**src/common/rv_core_pkg.sv**
```systemverilog
//-------------------------------------------------
// shared widths, opcodes and ALU codes for rv_core
// also the instruction word union read by decode
//-------------------------------------------------

package rv_core_pkg;

  localparam int xlen = 64;
  localparam int reg_addr_width = 5;
  localparam int inst_width = 32;
  localparam int alu_op_width = 3;

  // major opcodes kept in the subset
  localparam logic [6:0] opcode_op = 7'b0110011;
  localparam logic [6:0] opcode_op_imm = 7'b0010011;
  localparam logic [6:0] opcode_load = 7'b0000011;
  localparam logic [6:0] opcode_store = 7'b0100011;

  localparam logic [2:0] funct3_add = 3'b000;
  localparam logic [2:0] funct3_xor = 3'b100;
  localparam logic [2:0] funct3_or = 3'b110;
  localparam logic [2:0] funct3_and = 3'b111;

  localparam logic [alu_op_width-1:0] alu_add = 3'd0;
  localparam logic [alu_op_width-1:0] alu_sub = 3'd1;
  localparam logic [alu_op_width-1:0] alu_and = 3'd2;
  localparam logic [alu_op_width-1:0] alu_or = 3'd3;
  localparam logic [alu_op_width-1:0] alu_xor = 3'd4;

  typedef struct packed {
    logic [6:0] funct7;
    logic [4:0] rs2;
    logic [4:0] rs1;
    logic [2:0] funct3;
    logic [4:0] rd;
    logic [6:0] opcode;
  } r_view_t;

  typedef struct packed {
    logic [11:0] imm;
    logic [4:0]  rs1;
    logic [2:0]  funct3;
    logic [4:0]  rd;
    logic [6:0]  opcode;
  } i_view_t;

  typedef struct packed {
    logic [6:0] imm_hi;
    logic [4:0] rs2;
    logic [4:0] rs1;
    logic [2:0] funct3;
    logic [4:0] imm_lo;
    logic [6:0] opcode;
  } s_view_t;

  // one word, three ways to read it
  typedef union packed {
    r_view_t r;
    i_view_t i;
    s_view_t s;
  } inst_t;

endpackage

```
**src/verilog/fetch_stage.sv**
```systemverilog
//-------------------------------------------------
// program counter and instruction fetch
// one request at a time, word lands in fetch/decode reg
//-------------------------------------------------

module fetch_stage #(
  parameter logic [rv_core_pkg::xlen-1:0] reset_pc = '0
) (
  input  logic                               clock,
  input  logic                               reset,
  output logic                               imem_valid,
  output logic [rv_core_pkg::xlen-1:0]       imem_addr,
  input  logic                               imem_ready,
  input  logic [rv_core_pkg::inst_width-1:0] imem_data,
  output logic                               fetch_valid,
  output logic [rv_core_pkg::inst_width-1:0] fetch_inst,
  input  logic                               decode_ready
);

  logic running;
  logic handshake;

  // once raised, the slot stays free until the word arrives
  assign imem_valid = running && (!fetch_valid || decode_ready);
  assign handshake = imem_valid && imem_ready;

  always_ff @(posedge clock) begin
    if (reset) begin
      running <= 1'b0;
      imem_addr <= reset_pc;
      fetch_valid <= 1'b0;
    end else begin
      running <= 1'b1;
      if (handshake) begin
        imem_addr <= imem_addr + 64'd4;
        fetch_valid <= 1'b1;
      end else if (decode_ready) begin
        fetch_valid <= 1'b0;
      end
    end
  end

  always_ff @(posedge clock) begin
    if (handshake) begin
      fetch_inst <= imem_data;
    end
  end

endmodule

```
**config.mk**
```make
export PLATFORM = sky130hd
export DESIGN_NAME = fetch_stage
export DESIGN_NICKNAME = d
export VERILOG_FILES = /design/src/common/rv_core_pkg.sv /design/src/verilog/fetch_stage.sv
export SDC_FILE = /design/constraint.sdc
export NUM_CORES = 1
export LEC_CHECK = 0
export BUFFER_PORTS_ARGS = -buffer_cell sky130_fd_sc_hd__buf_2
export CAP_MARGIN = 10
export CORE_ASPECT_RATIO = 0.6
export CORE_UTILIZATION = 35
export CTS_CLUSTER_DIAMETER = 200
export DETAILED_ROUTE_END_ITERATION = 16
export PLACE_DENSITY = 0.68
export SETUP_SLACK_MARGIN = 0.3
export SYNTH_ARGS = -nofsm -noshare
export SYNTH_HDL_FRONTEND = slang
export SYNTH_SLANG_ARGS = --single-unit
```
**constraint.sdc**
```tcl
create_clock -name clock -period 3.5 [get_ports clock]
set_input_delay 1.05 -clock clock [delete_from_list [all_inputs] [get_ports clock]]
set_output_delay 1.05 -clock clock [all_outputs]
set_load 0.05 [all_outputs]
```
==> results.json <==
{
  "wl_per_cell_um": 14.8,
  "viasPerCell": 5.31,
  "synth_fa_ha_area_share_pct": 0.310,
  "cts.reportedPaths.clkPinSlew_ps": 70,
  "regToRegStartpoint": "imem_addr[27]$_SDFFE_PP0P_",
  "yosys_warnings": 0,
  "whs_ps": 493,
  "synth_top_family_by_area": "simple AND/OR/NAND/NOR gates",
  "drv_cap": 0,
  "cts_hold_buf": 0,
  "fin_crit_ps": 2870,
  "antenna_found_initial": 0,
  "async_flop_share_pct": 0,
  "setup_tns_ps": 0,
  "drt_pass1_iterations": 4,
  "end_kind": "flip-flop",
  "synth_most_common_cell": "dfxtp_1",
  "remaining_drc_errors": 0,
  "synth_xor_area_share_pct": 4.77,
  "post_cts_buffers": 0,
  "p_leak_nw": 1.90,
  "grt_pass1_wl_mm": 16.0,
  "synth_edf_count": 32,
  "num_rows": 29,
  "ios": 134,
  "fin_util_pct": 47.1,
  "drive_gt1_share_pct": 29.6,
  "dieArea_mm2": 0.0120,
  "outcome": "finished clean",
  "fp.dieW_um": 141,
  "hold_class": "flip-flop to flip-flop",
  "drv_slew": 0,
  "path_cells": "nand4_2 > or3_1 > or4_4 > or4_1 > a21oi_1",
  "grt_pass1_vias": 3248,
  "track_usage_pct": 16.9,
  "finalCritPeriodShare_pct": 82.0,
  "cts_buffers": 9,
  "wirelength_mm": 9.99,
  "max_freq_mhz": 349,
  "synth_compound_area_share_pct": 11.4,
  "synth-main-ff-cell": "dfxtp_1",
  "syn_area_mm2": 0.00404,
  "worstPathMaxFanout": 34,
  "synth_cell_types": 35,
  "root_buffer": "clkbuf_16",
  "htreeDepth": 3,
  "grt-ovfl-total": 0,
  "hold_viol_final": 0,
  "synthTopCellsByArea": "dfxtp_1, edfxtp_1, a21oi_1",
  "cts_max_path_buffers": 2,
  "nNetsFinal": 566,
  "cts_resized": 0,
  "synthMuxAreaShare_pct": 0.248,
  "antenna_cells": 0,
  "setup_violations": 0,
  "cts_tree": "built",
  "worst_hold_startpoint": "imem_addr[63]$_SDFFE_PP0P_",
  "cp-start-kind": "flip-flop",
  "area_growth_pct": 27.0,
  "maxSlewHeadroom_pct": 51.6,
  "drtIter0Drc": 214,
  "path_class": "flip-flop to flip-flop",
  "gp_congestion": 0.824,
  "cts_sinks": 96,
  "startpoint": "imem_addr[27]$_SDFFE_PP0P_",
  "worstPathRequired_ps": 3760,
  "netlist_top_cells_count": "dfxtp_1, a21oi_1, edfxtp_1, nor2_1, or4_1",
  "worstMarginPinSlew_ps": 726,
  "syn_avg_cell_area_um2": 9.98,
  "worstPathArrival_ps": 3130,
  "synth-simple-area-share_pct": 23.7,
  "yosysTopAreaCellShare_pct": 31.7,
  "synthCells": 405,
  "clk_latency_ps": 330,
  "initial_utilization_pct": 37.1,
  "portBuffers": 131,
  "dp_hpwl_mm": 7.07,
  "cp_num_buf_inv": 0,
  "synth_largest_area_cell": "dfxtp_1",
  "rsz0062_at_grt": "no",
  "fin_skew_ps": 4.99,
  "critPathSlowestCell": "or4_4",
  "cp_top_family": "simple AND/OR/NAND/NOR gates",
  "core_mm2": 0.0109,
  "grt_max_degree": 39,
  "max_stage_delay_ps": 780,
  "yosysSeqAreaShare_pct": 55.5,
  "ys_ff_latch": 96,
  "vias": 3574,
  "fp.dieH_um": 85.2,
  "power-per-cell-area_mw_per_mm2": 462,
  "antenna_left": 0,
  "peakVddDrop_v": 0.000229
}
-- cell usage in the layout (no fill, tap or decap), types with 4 or more instances in the layout --
master and count:
buf_2 131, dfxtp_1 64, a21oi_1 39, edfxtp_1 32
nor2_1 29, or4_1 26, o31ai_1 24, nand3_1 22
nand2_1 21, nand4_1 19, or3_1 16, xnor2_1 16
inv_1 11, clkbuf_16 9, nor4_1 8, o21ai_0 8
nor3_1 7, and4_1 6, o21ai_1 6, xor2_1 6
buf_4 6, and2_1 4
-- power breakdown --
| part | internal [mW] | switching (mW) | total [mW] | leakage (nW) |
|---|---|---|---|---|
| sequential | 1.17 | 0.00693 | 1.18 | 0.815 |
| combinational | 0.0320 | 0.105 | 0.137 | 0.936 |
| clock | 0.630 | 0.422 | 1.05 | 0.153 |
| total | 1.83 | 0.534 | 2.37 | 1.90 |
-- sequential cells by signal, summed over array words and instances (netlist names) --
register and cells:
fetch_valid 1, running 1, fetch_inst 32, imem_addr 62
-- worst min-delay path, stage by stage (launching register included) --
cell and delay [ps]:
dfxtp_1 320, o31ai_1 60, a21oi_1 60
-- final cells by class --
class                   count  area (µm²)
clock buffers              10         229
clock inverters             6        93.8
fillers                  1025        5760
inverters                  11        41.3
multi-input cells         274        1650
flip-flops and latches     96        2240
well taps                 139         174
repair buffers            137         701
-- kinds of logic (layout without fill, tap and decap cells) --
logic type | Yosys count | after routing
AO/OA/AOI/OAI | 79 | 79
XOR/XNOR | 22 | 22
adder cells (fa/ha/maj) | 1 | 1
buffers and inverters | 36 | 164
flip-flops | 96 | 96
multiplexers | 1 | 1
other | 1 | 2
AND/OR/NAND/NOR | 169 | 169
-- metal layers --
metal / GRT usage, % / up-vias / wire length, µm
met5: 0 / - / 0
met3: 5.87 / 2 / 753
met4: 3.16 / 0 / 19
li1: - / 1771 / -
met2: 26.7 / 134 / 4450
met1: 22.6 / 1667 / 4770
-- path summary, 6_finish.rpt --
| check | end | slack [ps] | depth (start not counted) |
|---|---|---|---|
| max | imem_addr[63]$_SDFFE_PP0P_ | 630 | 5 |
| max reg2reg | imem_addr[63]$_SDFFE_PP0P_ | 630 | 5 |
| min | imem_addr[63]$_SDFFE_PP0P_ | 490 | 2 |
| min reg2reg | imem_addr[63]$_SDFFE_PP0P_ | 490 | 2 |
-- through the flow --
step / setup slack (ps) / total power [mW] / cells / area (µm²)
global placement: 713 / 1.34 / 657 / 4810
floorplan: 737 / 1.30 / 406 / 4050
CTS: 653 / 2.40 / 673 / 5130
finish: 631 / 2.37 / 673 / 5130
global route: 514 / 2.45 / 673 / 5130
detailed placement: 600 / 1.34 / 657 / 4810
No activity file was read; power rests on OpenSTA's default activity.
