--- src/common/rv_core_pkg.sv ---
//-------------------------------------------------
// shared widths, opcodes and ALU codes for rv_core
// also the instruction word union read by decode
//-------------------------------------------------

package rv_core_pkg;

  localparam int xlen = 64;
  localparam int reg_addr_width = 5;
  localparam int inst_width = 32;
  localparam int alu_op_width = 3;

  // major opcodes kept in the subset
  localparam logic [6:0] opcode_op = 7'b0110011;
  localparam logic [6:0] opcode_op_imm = 7'b0010011;
  localparam logic [6:0] opcode_load = 7'b0000011;
  localparam logic [6:0] opcode_store = 7'b0100011;

  localparam logic [2:0] funct3_add = 3'b000;
  localparam logic [2:0] funct3_xor = 3'b100;
  localparam logic [2:0] funct3_or = 3'b110;
  localparam logic [2:0] funct3_and = 3'b111;

  localparam logic [alu_op_width-1:0] alu_add = 3'd0;
  localparam logic [alu_op_width-1:0] alu_sub = 3'd1;
  localparam logic [alu_op_width-1:0] alu_and = 3'd2;
  localparam logic [alu_op_width-1:0] alu_or = 3'd3;
  localparam logic [alu_op_width-1:0] alu_xor = 3'd4;

  typedef struct packed {
    logic [6:0] funct7;
    logic [4:0] rs2;
    logic [4:0] rs1;
    logic [2:0] funct3;
    logic [4:0] rd;
    logic [6:0] opcode;
  } r_view_t;

  typedef struct packed {
    logic [11:0] imm;
    logic [4:0]  rs1;
    logic [2:0]  funct3;
    logic [4:0]  rd;
    logic [6:0]  opcode;
  } i_view_t;

  typedef struct packed {
    logic [6:0] imm_hi;
    logic [4:0] rs2;
    logic [4:0] rs1;
    logic [2:0] funct3;
    logic [4:0] imm_lo;
    logic [6:0] opcode;
  } s_view_t;

  // one word, three ways to read it
  typedef union packed {
    r_view_t r;
    i_view_t i;
    s_view_t s;
  } inst_t;

endpackage

--- src/common/stage_links.sv ---
//-------------------------------------------------
// handshaked links between pipeline stages
// an item moves when valid and ready are both high
//-------------------------------------------------

interface issue_link;
  import rv_core_pkg::*;

  logic valid, ready;
  logic [alu_op_width-1:0] alu_op;
  logic [xlen-1:0] op_a, op_b, store_data;
  logic [reg_addr_width-1:0] rs1, rs2, dest;
  logic use_rs1, use_rs2, write_reg, is_load, is_store;

  modport decode (
    output valid, alu_op, op_a, op_b, rs1, rs2, use_rs1, use_rs2,
    output dest, write_reg, is_load, is_store, store_data,
    input ready
  );
  modport execute (
    input valid, alu_op, op_a, op_b, rs1, rs2, use_rs1, use_rs2,
    input dest, write_reg, is_load, is_store, store_data,
    output ready
  );
endinterface


--- src/decode/decode_stage.sv ---
//-------------------------------------------------
// instruction decode and register read
// fills the decode/execute register on issue_link
//-------------------------------------------------

module decode_stage (
  input  logic                                   clock,
  input  logic                                   reset,
  input  logic                                   fetch_valid,
  input  logic [rv_core_pkg::inst_width-1:0]     fetch_inst,
  output logic                                   decode_ready,
  output logic [rv_core_pkg::reg_addr_width-1:0] rs1_addr,
  output logic [rv_core_pkg::reg_addr_width-1:0] rs2_addr,
  input  logic [rv_core_pkg::xlen-1:0]           rs1_data,
  input  logic [rv_core_pkg::xlen-1:0]           rs2_data,
  issue_link.decode                              issue
);
  import rv_core_pkg::*;

  inst_t inst;
  logic [xlen-1:0] imm_i, imm_s;
  logic [alu_op_width-1:0] alu_op;
  logic is_op, is_op_imm, is_load, is_store;
  logic take;

  assign inst = fetch_inst;
  assign is_op = inst.r.opcode == opcode_op;
  assign is_op_imm = inst.i.opcode == opcode_op_imm;
  assign is_load = inst.i.opcode == opcode_load;
  assign is_store = inst.s.opcode == opcode_store;

  assign imm_i = {{(xlen - 12){inst.i.imm[11]}}, inst.i.imm};
  assign imm_s = {{(xlen - 12){inst.s.imm_hi[6]}}, inst.s.imm_hi, inst.s.imm_lo};

  // loads and stores fall through to add for the address
  always_comb begin
    alu_op = alu_add;
    if (is_op || is_op_imm) begin
      case (inst.r.funct3)
        funct3_add: alu_op = (is_op && inst.r.funct7[5]) ? alu_sub : alu_add;
        funct3_xor: alu_op = alu_xor;
        funct3_or:  alu_op = alu_or;
        funct3_and: alu_op = alu_and;
        default:    alu_op = alu_add;
      endcase
    end
  end

  assign decode_ready = !issue.valid || issue.ready;
  assign take = fetch_valid && decode_ready;

  // a held item keeps reading its own sources
  assign rs1_addr = decode_ready ? inst.r.rs1 : issue.rs1;
  assign rs2_addr = decode_ready ? inst.r.rs2 : issue.rs2;

  always_ff @(posedge clock) begin
    if (reset) begin
      issue.valid <= 1'b0;
    end else if (decode_ready) begin
      issue.valid <= fetch_valid;
    end
  end

  always_ff @(posedge clock) begin
    if (take) begin
      issue.alu_op <= alu_op;
      issue.op_a <= rs1_data;
      issue.op_b <= is_op ? rs2_data : (is_store ? imm_s : imm_i);
      issue.store_data <= rs2_data;
      issue.rs1 <= inst.r.rs1;
      issue.rs2 <= inst.r.rs2;
      issue.use_rs1 <= is_op || is_op_imm || is_load || is_store;
      issue.use_rs2 <= is_op || is_store;
      issue.dest <= inst.r.rd;
      issue.write_reg <= (is_op || is_op_imm || is_load) && inst.r.rd != '0;
      issue.is_load <= is_load;
      issue.is_store <= is_store;
    end else if (!decode_ready) begin
      // picks up writes that retired while stalled
      issue.op_a <= rs1_data;
      issue.store_data <= rs2_data;
    end
  end

endmodule

--- src/flat_wrapper.sv ---
// flat-port wrapper written by rule: the top's interface ports become plain ports
module decode_stage_flat import rv_core_pkg::*;
  (clock, reset, fetch_valid, fetch_inst, decode_ready, rs1_addr, rs2_addr, rs1_data, rs2_data, issue_valid, issue_alu_op, issue_op_a, issue_op_b, issue_rs1, issue_rs2, issue_use_rs1, issue_use_rs2, issue_dest, issue_write_reg, issue_is_load, issue_is_store, issue_store_data, issue_ready);
  issue_link issue_i ();
  input  logic clock;
  input  logic reset;
  input  logic fetch_valid;
  input  logic [rv_core_pkg::inst_width-1:0] fetch_inst;
  output logic decode_ready;
  output logic [rv_core_pkg::reg_addr_width-1:0] rs1_addr;
  output logic [rv_core_pkg::reg_addr_width-1:0] rs2_addr;
  input  logic [rv_core_pkg::xlen-1:0] rs1_data;
  input  logic [rv_core_pkg::xlen-1:0] rs2_data;
  output wire logic [$bits(issue_i.valid)-1:0] issue_valid;
  output wire logic [$bits(issue_i.alu_op)-1:0] issue_alu_op;
  output wire logic [$bits(issue_i.op_a)-1:0] issue_op_a;
  output wire logic [$bits(issue_i.op_b)-1:0] issue_op_b;
  output wire logic [$bits(issue_i.rs1)-1:0] issue_rs1;
  output wire logic [$bits(issue_i.rs2)-1:0] issue_rs2;
  output wire logic [$bits(issue_i.use_rs1)-1:0] issue_use_rs1;
  output wire logic [$bits(issue_i.use_rs2)-1:0] issue_use_rs2;
  output wire logic [$bits(issue_i.dest)-1:0] issue_dest;
  output wire logic [$bits(issue_i.write_reg)-1:0] issue_write_reg;
  output wire logic [$bits(issue_i.is_load)-1:0] issue_is_load;
  output wire logic [$bits(issue_i.is_store)-1:0] issue_is_store;
  output wire logic [$bits(issue_i.store_data)-1:0] issue_store_data;
  input wire logic [$bits(issue_i.ready)-1:0] issue_ready;
  assign issue_valid = issue_i.valid;
  assign issue_alu_op = issue_i.alu_op;
  assign issue_op_a = issue_i.op_a;
  assign issue_op_b = issue_i.op_b;
  assign issue_rs1 = issue_i.rs1;
  assign issue_rs2 = issue_i.rs2;
  assign issue_use_rs1 = issue_i.use_rs1;
  assign issue_use_rs2 = issue_i.use_rs2;
  assign issue_dest = issue_i.dest;
  assign issue_write_reg = issue_i.write_reg;
  assign issue_is_load = issue_i.is_load;
  assign issue_is_store = issue_i.is_store;
  assign issue_store_data = issue_i.store_data;
  assign issue_i.ready = issue_ready;
  decode_stage u_core (.clock(clock), .reset(reset), .fetch_valid(fetch_valid), .fetch_inst(fetch_inst), .decode_ready(decode_ready), .rs1_addr(rs1_addr), .rs2_addr(rs2_addr), .rs1_data(rs1_data), .rs2_data(rs2_data), .issue(issue_i));
endmodule
--- config.mk ---
export PLATFORM = sky130hd
export DESIGN_NAME = decode_stage_flat
export DESIGN_NICKNAME = d
export VERILOG_FILES = /design/src/common/rv_core_pkg.sv /design/src/common/stage_links.sv /design/src/decode/decode_stage.sv /design/src/flat_wrapper.sv
export SDC_FILE = /design/constraint.sdc
export NUM_CORES = 1
export LEC_CHECK = 0
export BUFFER_PORTS_ARGS = -buffer_cell sky130_fd_sc_hd__buf_2
export CAP_MARGIN = 5
export CORE_ASPECT_RATIO = 0.6
export CORE_UTILIZATION = 30
export CTS_BUF_LIST = sky130_fd_sc_hd__clkbuf_8 sky130_fd_sc_hd__clkbuf_16
export CTS_CLUSTER_DIAMETER = 80
export DETAILED_ROUTE_END_ITERATION = 12
export GPL_TIMING_DRIVEN = 0
export PLACE_DENSITY_LB_ADDON = 0.2
export SYNTH_ARGS = -nofsm -noshare
export SYNTH_HDL_FRONTEND = slang
export SYNTH_SLANG_ARGS = --single-unit
--- constraint.sdc ---
create_clock -name clock -period 5.55 [get_ports clock]
set_clock_uncertainty 0.2 [all_clocks]
set_input_delay 0.555 -clock clock [delete_from_list [all_inputs] [get_ports clock]]
set_output_delay 0.555 -clock clock [all_outputs]
set_load 0.05 [all_outputs]
==> results.tsv, run 1 <==
stage	metric	value	unit
timing	slew_violations	0	
logic_synthesis	synthesis.area	0.007453	sq mm
global_route	grt_usage	14.48	%
global_route	antenna_found_initial	2	
drt	first_pass_iters	7	
final_layout	fin_nets	978	
setup_path	crit_fanout	10	
logic_synthesis	synth_top_area_share	86.62	%
final_layout	nFillCells	2191	
clock_tree	cts_tree	done	
floorplan	start_util	30.70	%
floorplan	fp.dieArea	0.02550	sq mm
timing	period_share	49.80	%
setup_path	cp_data_arrival_time	2.01	ns
setup_path	r2r-start	u_core.issue.valid	
floorplan	io_pins	391	
floorplan	rows	44	
logic_synthesis	synth_edf_count	215	
final_layout	regArea	0.006476	sq mm
timing	setup_violations	0	
final_layout	synthToLayoutAreaGrowth	49.40	%
final_layout	fin_util	45.87	%
timing	worst_pin_slew	0.9866	ns
global_route	grt-ovfl-total	0	
logic_synthesis	synth.area.top_cells	edfxtp_1 87%, a21o_1 5.3%, mux2_2 3.0%	
flow_run	cap_viol_max_count	0	
setup_path	r2r_end	u_core.issue.op_b[26]	
logic_synthesis	synth-async-reset-ratio	0	%
drt	antenna_left	0	
clock_tree	clockBufferDepth	3	
floorplan	core	0.02428	sq mm
power_and_ir_drop	p_leak	4.936	nW
drt	drt-total-wl	19.84	mm
global_route	grt_pass1_wl	27.93	mm
logic_synthesis	ys_seq_area_share	86.89	%
drt	post-route-drc-count	0	
worst_hold_path	min_path_type	input pin to register	
setup_path	ff2ff_setup_slack	3.17	ns
logic_synthesis	syn-instance-count	338	
placement	dp_hpwl	14.22	mm
logic_synthesis	syn_avg_cell_area	22.05	sq um
timing	period_minus_slack	2.764	ns
final_layout	multiInputGateArea	865.8	sq um
floorplan	die_h	124.1	microns
logic_synthesis	yosys.cell_count.top_type	edfxtp_1	
timing	fmax	361.8	MHz
timing	rsz0062_at_grt	false	
placement	placed_area	0.009886	sq mm
floorplan	die_x	205.5	microns
placement	gp_congestion	0.7593	
placement	numPortBuffers	390	
setup_path	crit_type	register to primary output	
setup_path	end_kind	primary output	
logic_synthesis	ys.flop_type	edfxtp_1	
final_layout	final_area	0.01114	sq mm
logic_synthesis	synth-seq-cells	216	
clock_tree	cts_buffers	22	
setup_path	start_kind	register	
logic_synthesis	synth_top_area_cell	edfxtp_1	
power_and_ir_drop	vdd_drop_max	0.0001800	V
clock_tree	clk_pin_slew	0.06	ns
logic_synthesis	yosys_warnings	0	
clock_tree	clk_latency	0.49	ns
timing	hold_viol	0	
logic_synthesis	synth_common_cells	215 x edfxtp_1, 53 x a21o_1, 20 x mux2_2	
outcome	status	finished clean	
global_route	grt_pass1_vias	4903	
setup_path	required	4.80	ns
drt	drt_iter0_markers	288	
drt	routed_via_density	4.292	
drt	routedWlPerCell	17.24	microns
logic_synthesis	synth_fp_nets	502	
timing	slew-limit-headroom	34.22	%
final_layout	top_regs	u_core.issue.op_a (64), u_core.issue.op_b (64), u_core.issue.store_data (64)	
setup_path	cp-endpoint	rs1_addr[0]	
drt	dr_total_vias	4940	
setup_path	worst-r2r-cell-count	5	
clock_tree	cts_root_buffer	clkbuf_16	
final_layout	layout-drive-gt1-share	56.04	%
global_route	grt_max_degree	69	
logic_synthesis	synth_cell_types	24	
clock_tree	cts.sinks	216	
power_and_ir_drop	p_per_area	359.0	mW/mm^2
clock_tree	h-tree-depth	1	
setup_path	crit_start	u_core.issue.valid	
[cells in the final DEF, fill, tap and decap left out, types with 2 or more instances in the layout]
master,Yosys,final
a21o_1,53,53
buf_12,0,2
buf_2,10,400
buf_6,3,3
clkbuf_16,0,22
clkinv_1,0,4
clkinv_2,0,2
dlygate4sd3_1,0,59
edfxtp_1,215,215
inv_1,5,12
mux2_2,20,20
mux2_4,6,6
nand2_1,2,2
nand3_1,3,3
nor2_1,5,5
nor2b_1,3,2
[where the power goes]
part / internal, mW / total (mW) / leakage (nW) / switching, mW
sequential: 1.92 / 1.94 / 2.12 / 0.0255
combinational: 0.171 / 0.683 / 2.47 / 0.512
clock: 0.766 / 1.37 / 0.348 / 0.606
[layer usage]
| layer | share of wire (%) | vias to the layer above | GRT usage [%] | wire length, microns |
|---|---|---|---|---|
| met1 | 43 | 2412 | 18.65 | 8533 |
| met5 | 0.066 | - | 0 | 13 |
| met4 | 1.6 | 2 | 3.611 | 324 |
| met2 | 48 | 207 | 23.30 | 9478 |
| li1 | - | 2295 | - | - |
| met3 | 7.5 | 24 | 5.128 | 1488 |
[layout make-up]
class	instances	area share, %
timing repair buffer	452	23.44
tap	322	3.618
multi-input combinational	102	7.775
clock inverter	16	0.9551
antenna	1	0.02247
sequential	216	58.16
buffer	15	0.9213
clock buffer	22	4.944
inverter	5	0.1685
[how the worst min path moves through the flow]
stage | end | cells past startpoint | start
5_1_grt | u_core.issue.op_a[2] | 1 | rs1_data[2]
6_report | u_core.issue.store_data[29] | 1 | rs2_data[29]
4_1_cts | u_core.issue.store_data[32] | 1 | rs2_data[32]
3_5_place_dp | u_core.issue.valid | 2 | reset
2_1_floorplan | u_core.issue.valid | 1 | reset
3_3_place_gp | u_core.issue.valid | 2 | reset
[metrics by stage]
stage,TNS (ns),setup slack [ns],std cells,power [mW],hold WS [ns]
2_1_floorplan,0,0.05889,338,2.432,0.4266
3_3_place_gp,-161.55,-1.871,1050,2.626,0.5112
3_5_place_dp,0,2.829,1053,2.631,0.5214
4_1_cts,0,2.740,1140,4.038,0.0003553
5_1_grt,0,2.651,1151,4.149,-0.0002373
6_report,0,2.786,1151,3.998,0.03268
[cells by family (layout without fill, tap and decap cells)]
family	after synthesis	in the layout	share of synthesized area (%)
flops	216	216	86.89
buf+inv	20	510	1.628
mux	26	26	4.230
simple gates	20	20	1.545
other cells	0	1	0
compound gates	56	56	5.708
[critical path: stages (launching register included)]
cell     delay, ns
dfxtp_1       0.32
nor2b_1       0.27
buf_2         0.33
mux2_2        0.37
buf_2         0.21
[repair_timing]
item,in CTS,in global routing
hold buffers,49,10
endpoints found under the setup margin,0,0
resized for setup,0,0
hold endpoints to repair,49,10
setup buffers,0,0
No activity file was read; power rests on OpenSTA's default activity.
==> run 2: changes to the inputs <==
Clock period 5.55 ns to 2.5 ns, I/O delays scaled along.
==> run 2 against run 1 <==
Compared with the run above: via count up 9.4%; power up 120%; critical path depth up 1; die area unchanged; first-iteration DRC count down 2.4%; sequential cell count unchanged; non-clock buffer count up 98; design area up 9.3%; register-to-register slack worse by 3.0 ns; clock power up 120%; critical endpoint is now u_core.issue.op_b[34]; largest power group unchanged; highest routed layer is now met4.
==> results.tsv, run 2 (synthesis results as in run 1) <==
stage	metric	value	unit	change
setup_path	r2r-start	u_core.issue.valid		unchanged
global_route	grt_usage	16.52	%	was 14.48%
power_and_ir_drop	p_seq_share	48.0	%	was 48.6%
timing	rsz0062_at_grt	false		unchanged
setup_path	worst-r2r-cell-count	5		unchanged
final_layout	layout-drive-gt1-share	50.70	%	was 56.04%
worst_hold_path	min_to	u_core.issue.alu_op[0]		was u_core.issue.store_data[29]
drt	dr_total_vias	5402		was 4940
timing	slew_violations	0		unchanged
global_route	antenna_found_initial	1		was 2
global_route	grt_pass1_vias	5600		was 4903
worst_hold_path	min_from	fetch_inst[2]		was rs2_data[29]
clock_tree	h-tree-depth	1		unchanged
setup_path	end_kind	register		was primary output
placement	dp_hpwl	14.85	mm	was 14.22 mm
timing	setup_ws	0.2131	ns	was 2.786 ns
final_layout	final_area	0.01217	sq mm	was 0.01114 sq mm
clock_tree	cts_buffers	22		unchanged
power_and_ir_drop	switching_share	28.67	%	was 28.61%
floorplan	start_util	30.70	%	unchanged
flow_run	cap_viol_max_count	0		unchanged
clock_tree	cts.sinks	216		unchanged
placement	gp_congestion	0.7909		was 0.7593
worst_hold_path	whs_path_depth	4		was 1
power_and_ir_drop	intPower	6.407	mW	was 2.854 mW
drt	routedWlPerCell	17.86	microns	was 17.24 microns
drt	routed_via_density	4.325		was 4.292
floorplan	io_pins	391		unchanged
clock_tree	cts_resized	0		unchanged
outcome	status	finished clean		unchanged
power_and_ir_drop	pwr-share-clk	33.4	%	was 34.3%
clock_tree	clk_latency	0.51	ns	was 0.49 ns
final_layout	synthToLayoutAreaGrowth	63.27	%	was 49.40%
placement	placed_area	0.009966	sq mm	was 0.009886 sq mm
clock_tree	ctsHoldBuffers	155		was 49
clock_tree	clk_pin_slew	0.06	ns	about the same
setup_path	ff2ff_setup_slack	0.21	ns	was 3.17 ns
floorplan	core	0.02428	sq mm	unchanged
final_layout	final_common_cell	buf_2		unchanged
final_layout	top_regs	u_core.issue.op_a (64), u_core.issue.op_b (64), u_core.issue.store_data (64)		unchanged
timing	period_share	91.48	%	
placement	numPortBuffers	390		unchanged
setup_path	crit_fanout	33		was 10
placement	place_ws	0.2135	ns	was 2.829 ns
setup_path	start_kind	register		unchanged
global_route	grt_max_degree	62		was 69
floorplan	fp.dieArea	0.02550	sq mm	unchanged
setup_path	r2r_end	u_core.issue.op_b[34]		was u_core.issue.op_b[26]
timing	hold_viol	0		unchanged
setup_path	crit_type	register to register		was register to primary output
clock_tree	postCtsSetupBuffers	0		unchanged
final_layout	fin_util	50.12	%	was 45.87%
drt	drt_iter0_markers	281		was 288
drt	drt-total-wl	22.31	mm	was 19.84 mm
drt	antenna_left	0		unchanged
setup_path	required	2.49	ns	was 4.80 ns
global_route	grt-ovfl-total	0		unchanged
power_and_ir_drop	p_per_area	738.1	mW/mm^2	was 359.0 mW/mm^2
power_and_ir_drop	combPwrFrac	18.6	%	was 17.1%
drt	first_pass_iters	4		was 7
drt	post-route-drc-count	0		unchanged
floorplan	die_x	205.5	microns	unchanged
power_and_ir_drop	vdd_drop_max	0.0005549	V	was 0.0001800 V
global_route	grt_pass1_wl	31.48	mm	was 27.93 mm
timing	fmax	437.3	MHz	
timing	period_minus_slack	2.287	ns	
final_layout	fin_nets	1076		was 978
power_and_ir_drop	p_leak	5.360	nW	was 4.936 nW
floorplan	rows	44		unchanged
clock_tree	cts_root_buffer	clkbuf_16		unchanged
clock_tree	clockBufferDepth	3		unchanged
timing	slew-limit-headroom	46.35	%	was 34.22%
floorplan	die_h	124.1	microns	unchanged
setup_path	cp_data_arrival_time	2.27	ns	was 2.01 ns
final_layout	nFillCells	2063		was 2191
worst_hold_path	min_path_type	input pin to register		unchanged
power_and_ir_drop	switchingPower	2.576	mW	was 1.144 mW
timing	worst_pin_slew	0.8030	ns	was 0.9866 ns
timing	setup_violations	0		unchanged
clock_tree	cts_tree	done		unchanged
final_layout	final_cell_mix	399 x buf_2, 215 x edfxtp_1, 155 x dlygate4sd3_1, 53 x a21o_1, 23 x clkbuf_16		was 400 x buf_2, 215 x edfxtp_1, 59 x dlygate4sd3_1, 53 x a21o_1, 22 x clkbuf_16
## run 2: through the flow
| step | instances | setup TNS, ns | hold slack, ns | total power, mW |
|---|---|---|---|---|
| floorplan | 338 | -7.831 | 0.1119 | 5.391 |
| global route | 1248 | 0 | 0.09143 | 9.294 |
| finish | 1249 | 0 | 0.07153 | 8.983 |
| CTS | 1247 | 0 | 0.03782 | 9.051 |
| detailed placement | 1055 | 0 | 0.2076 | 5.866 |
| global placement | 1050 | -73.86 | 0.2086 | 5.827 |
## run 2: worst max-delay path, cell delays in order, from the launching register on
cell     delay (ns)
dfxtp_4        0.34
nor2b_4        0.13
buf_6          0.15
nor2b_4        0.64
buf_16         0.24
buf_12         0.22
## run 2: final cells by class
class,count,area (sq um),area share (%)
clock buffers,23,575.6,4.730
multi-input cells,102,873.3,7.177
flip-flops and latches,216,6480,53.25
diodes,2,5.005,0.04113
well taps,322,402.9,3.311
repair buffers,550,3633,29.86
plain buffers,15,108.9,0.8945
clock inverters,14,71.32,0.5861
inverters,5,18.77,0.1542
## run 2: routing by layer
layer / share of wire [%] / wire length, microns / global-route usage (%) / vias up
met4: 1.8 / 391 / 4.213 / 0
met2: 50 / 11100 / 28.39 / 245
met3: 8.5 / 1902 / 5.730 / 31
met1: 40 / 8916 / 19.89 / 2629
li1: - / - / - / 2497
met5: 0 / 0 / 0 / -
## run 2: worst max path at each step
stage	cells after the start	from	to	slack, ns
detailed placement	5	u_core.issue.valid	u_core.issue.op_b[45]	0.21
CTS	5	u_core.issue.valid	u_core.issue.op_b[40]	0.20
global route	5	u_core.issue.valid	u_core.issue.op_b[44]	0.11
global placement	3	u_core.issue.valid	u_core.issue.op_b[37]	-0.75
finish	5	u_core.issue.valid	u_core.issue.op_b[34]	0.21
floorplan	3	u_core.issue.valid	u_core.issue.alu_op[0]	-0.09
## run 2: power groups by stage
| stage | logic [mW] | clock network (mW) | registers (mW) |
|---|---|---|---|
| 2_1_floorplan | 0.211 | 0 | 5.18 |
| 3_3_place_gp | 1.43 | 0 | 4.39 |
| 3_5_place_dp | 1.48 | 0 | 4.39 |
| 4_1_cts | 1.67 | 3.07 | 4.31 |
| 5_1_grt | 1.74 | 3.22 | 4.33 |
| 6_report | 1.67 | 3.00 | 4.31 |
