===== config.mk =====
export PLATFORM = sky130hd
export DESIGN_NAME = memory_stage_flat
export DESIGN_NICKNAME = d
export VERILOG_FILES = /design/src/common/rv_core_pkg.sv /design/src/common/stage_links.sv /design/src/verilog/memory_stage.sv /design/src/flat_wrapper.sv
export SDC_FILE = /design/constraint.sdc
export NUM_CORES = 1
export LEC_CHECK = 0
export ABC_AREA = 1
export BUFFER_PORTS_ARGS = -buffer_cell sky130_fd_sc_hd__buf_2
export CAP_MARGIN = 20
export CORE_AREA = 2 2 157 159
export DETAILED_ROUTE_END_ITERATION = 7
export DIE_AREA = 0 0 159 161
export MAX_ROUTING_LAYER = met4
export PLACE_DENSITY = 0.44
export SETUP_SLACK_MARGIN = 0.15
export SYNTH_ARGS = -nofsm -noshare
export SYNTH_HDL_FRONTEND = slang
export SYNTH_SLANG_ARGS = --single-unit

===== constraint.sdc =====
create_clock -name clock -period 3.1 [get_ports clock]
set_input_delay 0.155 -clock clock [delete_from_list [all_inputs] [get_ports clock]]
set_output_delay 0.155 -clock clock [all_outputs]
set_load 0.005 [all_outputs]

===== src/common/rv_core_pkg.sv =====
//-------------------------------------------------
// shared widths, opcodes and ALU codes for rv_core
// also the instruction word union read by decode
//-------------------------------------------------

package rv_core_pkg;

  localparam int xlen = 64;
  localparam int reg_addr_width = 5;
  localparam int inst_width = 32;
  localparam int alu_op_width = 3;

  // major opcodes kept in the subset
  localparam logic [6:0] opcode_op = 7'b0110011;
  localparam logic [6:0] opcode_op_imm = 7'b0010011;
  localparam logic [6:0] opcode_load = 7'b0000011;
  localparam logic [6:0] opcode_store = 7'b0100011;

  localparam logic [2:0] funct3_add = 3'b000;
  localparam logic [2:0] funct3_xor = 3'b100;
  localparam logic [2:0] funct3_or = 3'b110;
  localparam logic [2:0] funct3_and = 3'b111;

  localparam logic [alu_op_width-1:0] alu_add = 3'd0;
  localparam logic [alu_op_width-1:0] alu_sub = 3'd1;
  localparam logic [alu_op_width-1:0] alu_and = 3'd2;
  localparam logic [alu_op_width-1:0] alu_or = 3'd3;
  localparam logic [alu_op_width-1:0] alu_xor = 3'd4;

  typedef struct packed {
    logic [6:0] funct7;
    logic [4:0] rs2;
    logic [4:0] rs1;
    logic [2:0] funct3;
    logic [4:0] rd;
    logic [6:0] opcode;
  } r_view_t;

  typedef struct packed {
    logic [11:0] imm;
    logic [4:0]  rs1;
    logic [2:0]  funct3;
    logic [4:0]  rd;
    logic [6:0]  opcode;
  } i_view_t;

  typedef struct packed {
    logic [6:0] imm_hi;
    logic [4:0] rs2;
    logic [4:0] rs1;
    logic [2:0] funct3;
    logic [4:0] imm_lo;
    logic [6:0] opcode;
  } s_view_t;

  // one word, three ways to read it
  typedef union packed {
    r_view_t r;
    i_view_t i;
    s_view_t s;
  } inst_t;

endpackage


===== src/common/stage_links.sv =====


interface mem_link;
  import rv_core_pkg::*;

  logic valid, ready, write_reg, is_load, is_store;
  logic [reg_addr_width-1:0] dest;
  // alu result, or the address for loads and stores
  logic [xlen-1:0] value, store_data;

  modport execute (output valid, dest, write_reg, is_load, is_store, value, store_data,
                   input ready);
  modport memory (input valid, dest, write_reg, is_load, is_store, value, store_data,
                  output ready);
endinterface


===== src/verilog/memory_stage.sv =====
//-------------------------------------------------
// data bus access and the write-back register
// loads and stores wait for dmem_ready
//-------------------------------------------------

module memory_stage (
  input  logic                                   clock,
  input  logic                                   reset,
  output logic                                   dmem_valid,
  output logic                                   dmem_write,
  output logic [rv_core_pkg::xlen-1:0]           dmem_addr,
  output logic [rv_core_pkg::xlen-1:0]           dmem_wdata,
  input  logic                                   dmem_ready,
  input  logic [rv_core_pkg::xlen-1:0]           dmem_rdata,
  output logic                                   wb_valid,
  output logic [rv_core_pkg::reg_addr_width-1:0] wb_dest,
  output logic [rv_core_pkg::xlen-1:0]           wb_data,
  mem_link.memory                                mem
);

  logic is_access;
  logic done;

  assign is_access = mem.is_load || mem.is_store;

  // bus fields come straight from the held execute/memory register
  assign dmem_valid = mem.valid && is_access;
  assign dmem_write = mem.is_store;
  assign dmem_addr = mem.value;
  assign dmem_wdata = mem.store_data;

  assign mem.ready = !is_access || dmem_ready;
  assign done = mem.valid && mem.ready;

  always_ff @(posedge clock) begin
    if (reset) begin
      wb_valid <= 1'b0;
    end else begin
      wb_valid <= done && mem.write_reg;
    end
  end

  always_ff @(posedge clock) begin
    if (done) begin
      wb_dest <= mem.dest;
      wb_data <= mem.is_load ? dmem_rdata : mem.value;
    end
  end

endmodule


===== src/flat_wrapper.sv =====
// flat-port wrapper written by rule: the top's interface ports become plain ports
module memory_stage_flat 
  (clock, reset, dmem_valid, dmem_write, dmem_addr, dmem_wdata, dmem_ready, dmem_rdata, wb_valid, wb_dest, wb_data, mem_valid, mem_dest, mem_write_reg, mem_is_load, mem_is_store, mem_value, mem_store_data, mem_ready);
  mem_link mem_i ();
  input  logic clock;
  input  logic reset;
  output logic dmem_valid;
  output logic dmem_write;
  output logic [rv_core_pkg::xlen-1:0] dmem_addr;
  output logic [rv_core_pkg::xlen-1:0] dmem_wdata;
  input  logic dmem_ready;
  input  logic [rv_core_pkg::xlen-1:0] dmem_rdata;
  output logic wb_valid;
  output logic [rv_core_pkg::reg_addr_width-1:0] wb_dest;
  output logic [rv_core_pkg::xlen-1:0] wb_data;
  input wire logic [$bits(mem_i.valid)-1:0] mem_valid;
  input wire logic [$bits(mem_i.dest)-1:0] mem_dest;
  input wire logic [$bits(mem_i.write_reg)-1:0] mem_write_reg;
  input wire logic [$bits(mem_i.is_load)-1:0] mem_is_load;
  input wire logic [$bits(mem_i.is_store)-1:0] mem_is_store;
  input wire logic [$bits(mem_i.value)-1:0] mem_value;
  input wire logic [$bits(mem_i.store_data)-1:0] mem_store_data;
  output wire logic [$bits(mem_i.ready)-1:0] mem_ready;
  assign mem_i.valid = mem_valid;
  assign mem_i.dest = mem_dest;
  assign mem_i.write_reg = mem_write_reg;
  assign mem_i.is_load = mem_is_load;
  assign mem_i.is_store = mem_is_store;
  assign mem_i.value = mem_value;
  assign mem_i.store_data = mem_store_data;
  assign mem_ready = mem_i.ready;
  memory_stage u_core (.clock(clock), .reset(reset), .dmem_valid(dmem_valid), .dmem_write(dmem_write), .dmem_addr(dmem_addr), .dmem_wdata(dmem_wdata), .dmem_ready(dmem_ready), .dmem_rdata(dmem_rdata), .wb_valid(wb_valid), .wb_dest(wb_dest), .wb_data(wb_data), .mem(mem_i));
endmodule

==> flow_summary.yaml, run 1 <==
yosys:
  syn_nets: 617
  yosysWarnings: 0
  ys_top_cells_by_area: "edfxtp_1 53%, buf_4 25%, nand2_1 19%"
  yosysSeqAreaShare_pct: 53.4
  synth-seq-cells: 70
  synth_top_area_share_pct: 52.9
  synthCells: 413
  yosysTopAreaCell: "edfxtp_1"
  yosys.cell_types.count: 11
  avgSynthCellArea_um2: 9.49
  synth_area_um2: 3920
clocking:
  cts_buffers: 9
  cts_repair_resize_count: 0
  cts_tree: "built"
  root_buffer: "clkbuf_16"
  cts.sinks: 70
  clk_pin_slew_ns: 0.06
  clockBufferDepth: 2
  htreeDepth: 3
run:
  maxCapViolCount: 0
drt:
  vias: 3019
  drc: 0
  drt-initial-drc-count: 108
  ant_nets: 0
  wl_met2_mm: 7.00
  vias_per_cell: 3.37
  wl_met3_mm: 1.35
  highest_layer: "met4"
  wirelength_mm: 13.6
  drt_first_pass_iters: 4
  wl_met1_mm: 4.66
  wl_per_cell_um: 15.2
sta:
  tightest_slew_ns: 0.685
  rsz0062_at_grt: "false"
  hold_violations: 0
  setup_tns_ns: 0
  hold_slack_ns: 0.0582
  fin_crit_sh_pct: 43.8
  relSlewSlack_pct: 54.3
  finalCriticalPeriod_ns: 1.36
  drv_slew: 0
  max_clock_freq_mhz: 737
  setup_viol: 0
place:
  dpl.hpwl_mm: 11.1
  io_buffers: 276
  routabilityCongestion: 0.717
layout:
  area_growth_pct: 28.5
  drive_gt1_share_pct: 51.7
  n_antenna_cell: 0
  final_common_cell: "buf_2"
  most-common-layout-cells: "276 x buf_2, 194 x nand2_1, 69 x edfxtp_1, 9 x clkbuf_16, 5 x dlygate4sd3_1"
  fin_nets: 771
  fill_cells: 2681
global_route:
  track_usage_pct: 10.5
  grt_overflow: 0
  grt_pass1_vias: 2925
  antenna_found_initial: 0
  grt_max_degree: 66
  grt_first_pass_wirelength_mm: 18.9
setup_path:
  crit_fanout: 29
  required_ns: 3.09
  max_stage_delay_ns: 0.42
  crit_family: "buffers and inverters"
  cp_cell_sequence: "buf_2 -> o21ai_0 -> nand2_1 -> inv_2 -> buf_4"
  crit_type: "in -> reg"
  arrival_ns: 1.35
  critical_path.startpoint: "mem_is_load"
  crit_slowest_cell: "buf_4"
  critPathLaunchType: "input pin"
  critPathCaptureType: "flip-flop"
  worst-path-buf-inv: 3
die:
  start_util_pct: 16.4
  die_h_um: 161
  io_pins: 405
  core_area_um2: 24000
  num_rows: 57
  dieWidth_um: 159
  die_area_um2: 25600
worst_hold_path:
  hold_path.class: "in -> reg"
  min_from: "reset"
outcome:
  status: "finished clean"
power_and_ir_drop:
  leakage_nw: 2.52
  power.density_nw_per_um2: 522
  ir_worst_vdd_uv: 222
[layout make-up]
class,instances,area (um^2),share of cell area (%)
multi-input combinational,197,744,14.8
clock inverter,4,72.6,1.44
inverter,4,15.0,0.298
sequential,70,2090,41.5
tap,324,405,8.05
clock buffer,11,233,4.62
timing repair buffer,285,1470,29.3
[kinds of logic after synthesis]
group,after synthesis,share of synthesized area (%)
AO/OA/AOI/OAI,2,0.319
flip-flops,70,53.4
AND/OR/NAND/NOR,195,18.7
buffers and inverters,146,27.6
[where the power goes]
group	switching [W]	leakage, nW	internal, W
Combinational	0.000204	1.72	0.000182
Sequential	0.0000199	0.654	0.00114
Clock	0.000382	0.146	0.000699
Total	0.000605	2.52	0.00202
[sequential cells by signal, summed over array words and instances (netlist names)]
signal	cells
u_core.wb_data	64
u_core.wb_dest	5
u_core.wb_valid	1
[stage by stage]
stage               setup slack, ns  cell area [um^2]  utilization, %  total power (W)  cells
detailed placement             1.36              4680            19.5          0.00158    875
global route                   1.57              5040            21.0          0.00277    895
global placement               1.36              4660            19.4          0.00157    874
CTS                            1.72              5040            21.0          0.00270    895
finish                         1.74              5040            21.0          0.00263    895
floorplan                     0.818              3920               -          0.00143    413
[synthesized netlist by cell type, drive strengths merged]
cell	n
edfxtp	69
buf	142
nand2	194
inv	4
o21ai	1
nor2	1
o21a	1
dfxtp	1
[repair_timing]
action                                  4_1_cts  5_1_grt
hold buffers                                  5        0
hold endpoints to repair                      5        0
buffers inserted                              0        0
endpoints found under the setup margin        0        0
[tightest hold or removal path, stage by stage]
cell and delay (ns):
buf_2 0.07, inv_1 0.03, nand2_1 0.04, nor2_1 0.05
[path summary, 6_finish.rpt]
path / end / slack (ns) / depth (start not counted)
min: u_core.wb_valid$_SDFF_PP0_ / 0.06 / 4
max: u_core.wb_data[59]$_DFFE_PP_ / 1.74 / 5
[routing by layer]
layer,track usage [%],vias to the layer above
li1,-,1480
met1,9.95,1299
met2,18.2,189
met3,4.13,51
met4,6.32,0
met5,-,-
Note: power is estimated with default switching activity, not from simulation.
==> run 2: changes to the inputs <==
--- a/config.mk
+++ b/config.mk
@@ -12,7 +12,7 @@
 export DETAILED_ROUTE_END_ITERATION = 7
 export DIE_AREA = 0 0 159 161
 export MAX_ROUTING_LAYER = met4
-export PLACE_DENSITY = 0.44
+export PLACE_DENSITY = 0.45
 export SETUP_SLACK_MARGIN = 0.15
 export SYNTH_ARGS = -nofsm -noshare
 export SYNTH_HDL_FRONTEND = slang
==> constraint.sdc (replaced) <==
create_clock -name clock -period 1.1 [get_ports clock]
set_input_delay 0.055 -clock clock [delete_from_list [all_inputs] [get_ports clock]]
set_output_delay 0.055 -clock clock [all_outputs]
set_load 0.005 [all_outputs]
==> flow_summary.yaml, run 2 (synthesis gave the netlist of run 1 again) <==
die:
  io_pins: 405
  die_area_um2: 25600
  core_area_um2: 24000
  dieWidth_um: 159
  num_rows: 57
  die_h_um: 161
  start_util_pct: 16.4
drt:
  wirelength_mm: 14.4
  vias: 3334
  drc: 0
  ant_nets: 0
  vias_per_cell: 3.44
  wl_per_cell_um: 14.9
  drt_first_pass_iters: 4
  drt-initial-drc-count: 156
global_route:
  grt_max_degree: 65
  grt_overflow: 0
  antenna_found_initial: 0
  grt_first_pass_wirelength_mm: 20.7
  grt_pass1_vias: 3407
  track_usage_pct: 11.3
place:
  dpl.cell_count: 890
  dpl.hpwl_mm: 11.4
  routabilityCongestion: 0.765
  io_buffers: 276
  dp_slack_ns: -0.101
sta:
  hold_slack_ns: 0.00870
  worst_slack_ns: 0.176
  rsz0062_at_grt: "true"
  finalCriticalPeriod_ns: 0.924
  tightest_slew_ns: 0.303
  max_clock_freq_mhz: 1080
  relSlewSlack_pct: 79.8
  drv_slew: 0
  fin_crit_sh_pct: 84.0
  hold_violations: 0
  setup_tns_ns: 0
  setup_viol: 0
setup_path:
  required_ns: 1.04
  worst-path-buf-inv: 1
  crit_family: "flip-flops"
  max_stage_delay_ns: 0.40
  crit_type: "reg -> out"
  crit_slowest_cell: "edfxtp_1"
  cp_cell_sequence: "buf_2"
  critPathCaptureType: "output pin"
  crit_fanout: 1
  arrival_ns: 0.87
  critPathLaunchType: "flip-flop"
layout:
  regArea_um2: 2090
  fin_nets: 846
  final_common_cell: "buf_2"
  largest_reg_flops: 64
  fill_cells: 2643
  most-common-layout-cells: "276 x buf_2, 193 x nand2_1, 69 x edfxtp_1, 65 x dlygate4sd3_1, 14 x buf_4"
  n_antenna_cell: 0
  drive_gt1_share_pct: 48.8
  max_flop_register: "u_core.wb_data"
  area_growth_pct: 48.9
  multiInputGateArea_um2: 758
  top_regs: "u_core.wb_data (64), u_core.wb_dest (5), u_core.wb_valid (1)"
  post_layout_nonfiller_instances: 970
power_and_ir_drop:
  power.density_nw_per_um2: 1320
  leakage_nw: 2.87
  total_power_w: 0.00770
  ir_worst_vdd_uv: 749
clocking:
  root_buffer: "clkbuf_16"
  clockBufferDepth: 2
  post_cts_buffers: 0
  htreeDepth: 3
  cts.sinks: 70
  cts_tree: "built"
  clk_pin_slew_ns: 0.06
  cts_buffers: 9
worst_hold_path:
  hold_path.class: "in -> reg"
outcome:
  status: "finished clean"
run:
  maxCapViolCount: 0
## run 2: power breakdown
part | switching [W] | internal (W) | leakage [nW] | total (W)
Sequential | 0.0000569 | 0.00322 | 0.654 | 0.00328
Clock | 0.00110 | 0.00197 | 0.155 | 0.00307
Combinational | 0.000634 | 0.000720 | 2.06 | 0.00135
## run 2: area by class of cell
class / instances / area share (%)
timing repair buffer: 360 / 38.3
sequential: 70 / 35.8
multi-input combinational: 197 / 13.0
tap: 324 / 6.95
clock buffer: 9 / 3.86
clock inverter: 6 / 1.50
inverter: 4 / 0.536
## run 2: final timing paths
path | from | endpoint | slack (ns) | cells after the start
worst max-delay path | u_core.wb_data[37]$_DFFE_PP_ | wb_data[37] | 0.18 | 1
worst min-delay path | dmem_rdata[1] | u_core.wb_data[1]$_DFFE_PP_ | 0.009 | 3
## run 2: timing repair
action,4_1_cts,5_1_grt
gates cloned,0,0
endpoints found under the hold margin,45,1
hold buffers,64,1
gates resized for setup,0,0
endpoints found under the setup margin,2,7
## run 2: metrics by stage
stage / area, um^2 / util, %
after floorplan: 3950 / -
after global placement: 4870 / 20.3
after detailed placement: 4870 / 20.3
after CTS: 5830 / 24.3
after global routing: 5840 / 24.4
final: 5840 / 24.4
## run 2: routing by layer
layer | GRT usage, % | vias to the layer above | routed length (um)
li1 | - | 1633 | -
met1 | 9.93 | 1460 | 4770
met2 | 20.1 | 174 | 7480
met3 | 4.93 | 67 | 1530
met5 | - | - | 0
met4 | 6.32 | 0 | 667
==> run 3: changes to the inputs <==
--- a/config.mk
+++ b/config.mk
@@ -5,14 +5,14 @@
 export SDC_FILE = /design/constraint.sdc
 export NUM_CORES = 1
 export LEC_CHECK = 0
-export ABC_AREA = 1
+export ABC_AREA = 0
 export BUFFER_PORTS_ARGS = -buffer_cell sky130_fd_sc_hd__buf_2
 export CAP_MARGIN = 20
-export CORE_AREA = 2 2 157 159
+export CORE_AREA = 2 2 155 157
 export DETAILED_ROUTE_END_ITERATION = 7
-export DIE_AREA = 0 0 159 161
+export DIE_AREA = 0 0 157 159
 export MAX_ROUTING_LAYER = met4
-export PLACE_DENSITY = 0.45
+export PLACE_DENSITY = 0.47
 export SETUP_SLACK_MARGIN = 0.15
 export SYNTH_ARGS = -nofsm -noshare
 export SYNTH_HDL_FRONTEND = slang
==> constraint.sdc (replaced) <==
create_clock -name clock -period 0.8 [get_ports clock]
set_input_delay 0.04 -clock clock [delete_from_list [all_inputs] [get_ports clock]]
set_output_delay 0.04 -clock clock [all_outputs]
set_load 0.005 [all_outputs]
==> flow_summary.yaml, run 3 <==
die:
  core_area_um2: 23200
  start_util_pct: 17.4
  num_rows: 56
  die_area_um2: 25000
  die_h_um: 159
  io_pins: 405
  dieWidth_um: 157
global_route:
  grt_first_pass_wirelength_mm: 20.0
  track_usage_pct: 12.1
  antenna_found_initial: 0
  grt_overflow: 0
  grt_max_degree: 15
  grt_pass1_vias: 2805
clocking:
  clk_pin_slew_ns: 0.06
  htreeDepth: 3
  cts_buffers: 9
  cts.sinks: 70
  ctsHoldBuffers: 7
  clockBufferDepth: 2
  cts_tree: "built"
  root_buffer: "clkbuf_16"
power_and_ir_drop:
  power.density_nw_per_um2: 1710
  switching_share_pct: 23.8
  seqPwrFrac_pct: 43.3
  leakage_nw: 2.87
  power_switching_w: 0.00248
  ir_worst_vdd_uv: 908
  p_comb_share_pct: 21.8
  p_clk_share_pct: 34.9
  internal-power_w: 0.00792
setup_path:
  arrival_ns: 0.90
  cp_cell_sequence: "buf_2"
  critPathCaptureType: "output pin"
  worst-path-buf-inv: 1
  crit_family: "flip-flops"
  crit_fanout: 1
  crit_type: "reg -> out"
  critical_path.startpoint: "u_core.wb_data[61]$_DFFE_PP_"
  crit_end: "wb_data[61]"
  critical_path_depth: 1
  max_stage_delay_ns: 0.41
  critPathLaunchType: "flip-flop"
  required_ns: 0.76
  crit_slowest_cell: "edfxtp_1"
layout:
  fin_nets: 677
  design_area_um2: 6090
  largest_reg_flops: 64
  final_common_cell: "buf_2"
  most-common-layout-cells: "272 x buf_2, 69 x edfxtp_1, 64 x mux2_4, 15 x buf_12, 12 x buf_16"
  top_regs: "u_core.wb_data (64), u_core.wb_dest (5), u_core.wb_valid (1)"
  max_flop_register: "u_core.wb_data"
  fill_cells: 2436
  drive_gt1_share_pct: 83.1
  area_growth_pct: 51.1
  n_antenna_cell: 0
sta:
  max_clock_freq_mhz: 1070
  hold_slack_ns: 0.00228
  hold_violations: 0
  drv_slew: 0
  finalCriticalPeriod_ns: 0.937
  setup_tns_ns: -4.45
  fin_crit_sh_pct: 117
  tightest_slew_ns: 0.112
  worst_slack_ns: -0.137
  relSlewSlack_pct: 92.5
  setup_viol: 69
  rsz0062_at_grt: "true"
run:
  maxCapViolCount: 0
outcome:
  failed_checks: "setup timing"
  status: "finished with violations"
drt:
  wirelength_mm: 15.4
  drc: 0
  wl_per_cell_um: 19.3
  vias_per_cell: 3.40
  drt-initial-drc-count: 50
  ant_nets: 0
  drt_first_pass_iters: 4
  vias: 2708
yosys:
  synthMostInstantiatedCell: "buf_4"
  synthCells: 274
  synth-async-reset-ratio_pct: 0
  yosys.cell_types.count: 11
  yosysTopAreaCell: "edfxtp_1"
  yosysWarnings: 0
  ys_top_cells_by_count: "129 x buf_4, 69 x edfxtp_1, 39 x mux2_4, 25 x mux2_2, 5 x buf_6"
  ys_top_cells_by_area: "edfxtp_1 51%, buf_4 24%, mux2_4 15%"
  synth_edf_count: 69
  synth_top_area_share_pct: 51.4
  synth-seq-cells: 70
  syn_nets: 478
  avgSynthCellArea_um2: 14.7
  synth_area_um2: 4030
  synthFlopType: "edfxtp_1"
  yosysSeqAreaShare_pct: 51.9
place:
  routabilityCongestion: 0.733
  placed_area_um2: 4990
  dpl.hpwl_mm: 11.8
  io_buffers: 276
  dp_slack_ns: -0.339
worst_hold_path:
  hold_path.class: "in -> reg"
-- run 3: cell types whose count changed in the layout (fill, tap and decap cells not counted), sizes merged, moves of 2 or more --
| cell | change |
|---|---|
| mux2 | +64 |
| inv | -3 |
| dlygate4sd3 | -59 |
| buf | +19 |
| clkbuf | +2 |
| bufinv | -2 |
| nand2 | -194 |
-- run 3: timing repair --
item,CTS,global route
pin swaps,3,2
resized for setup,39,6
cloned,12,2
hold endpoints to repair,56,35
endpoints found under the setup margin,203,167
setup buffers,15,1
-- run 3: how the worst min path moves through the flow --
stage	to	cells after the start	startpoint
after floorplan	mem_ready	1	mem_is_store
after global placement	dmem_wdata[61]	0	mem_store_data[61]
after detailed placement	dmem_wdata[61]	0	mem_store_data[61]
after CTS	u_core.wb_data[2]$_DFFE_PP_	2	dmem_rdata[2]
after global routing	u_core.wb_data[14]$_DFFE_PP_	2	dmem_rdata[14]
final	u_core.wb_data[2]$_DFFE_PP_	2	dmem_rdata[2]
-- run 3: power groups by stage --
stage          sequential, W  combinational (W)  clock, W
6_report             0.00450            0.00227   0.00363
5_1_grt              0.00453            0.00245   0.00396
4_1_cts              0.00450            0.00228   0.00381
3_5_place_dp         0.00458            0.00176         0
3_3_place_gp         0.00458            0.00176         0
2_1_floorplan        0.00463            0.00112         0
-- run 3: per-layer routing --
metal	GRT usage [%]	wire length, um
met2	22.2	8260
met3	5.69	1790
met5	-	0
met1	10.2	4900
met4	5.21	450
-- run 3: logic make-up after synthesis --
logic type             count (synthesis)  share of synthesized area (%)
flip-flops                            70                           51.9
multiplexers                          64                           21.5
AO/OA/AOI/OAI                          2                          0.466
buffers and inverters                136                           25.7
AND/OR/NAND/NOR                        2                          0.404
-- run 3: through the flow --
step                total power (W)  std cells  utilization, %
floorplan                   0.00576        274               -
finish                       0.0104        797            26.2
detailed placement          0.00634        744            21.5
global placement            0.00634        744            21.5
global route                 0.0109        797            26.2
CTS                          0.0106        794            25.9
-- run 3: layout make-up --
class,instances,area [um^2],area share (%)
Tap cell,319,399,6.56
Clock buffer,9,225,3.70
Sequential cell,70,2090,34.4
Clock inverter,7,41.3,0.678
Timing Repair Buffer,324,2320,38.2
Multi-Input combinational cell,68,1010,16.5
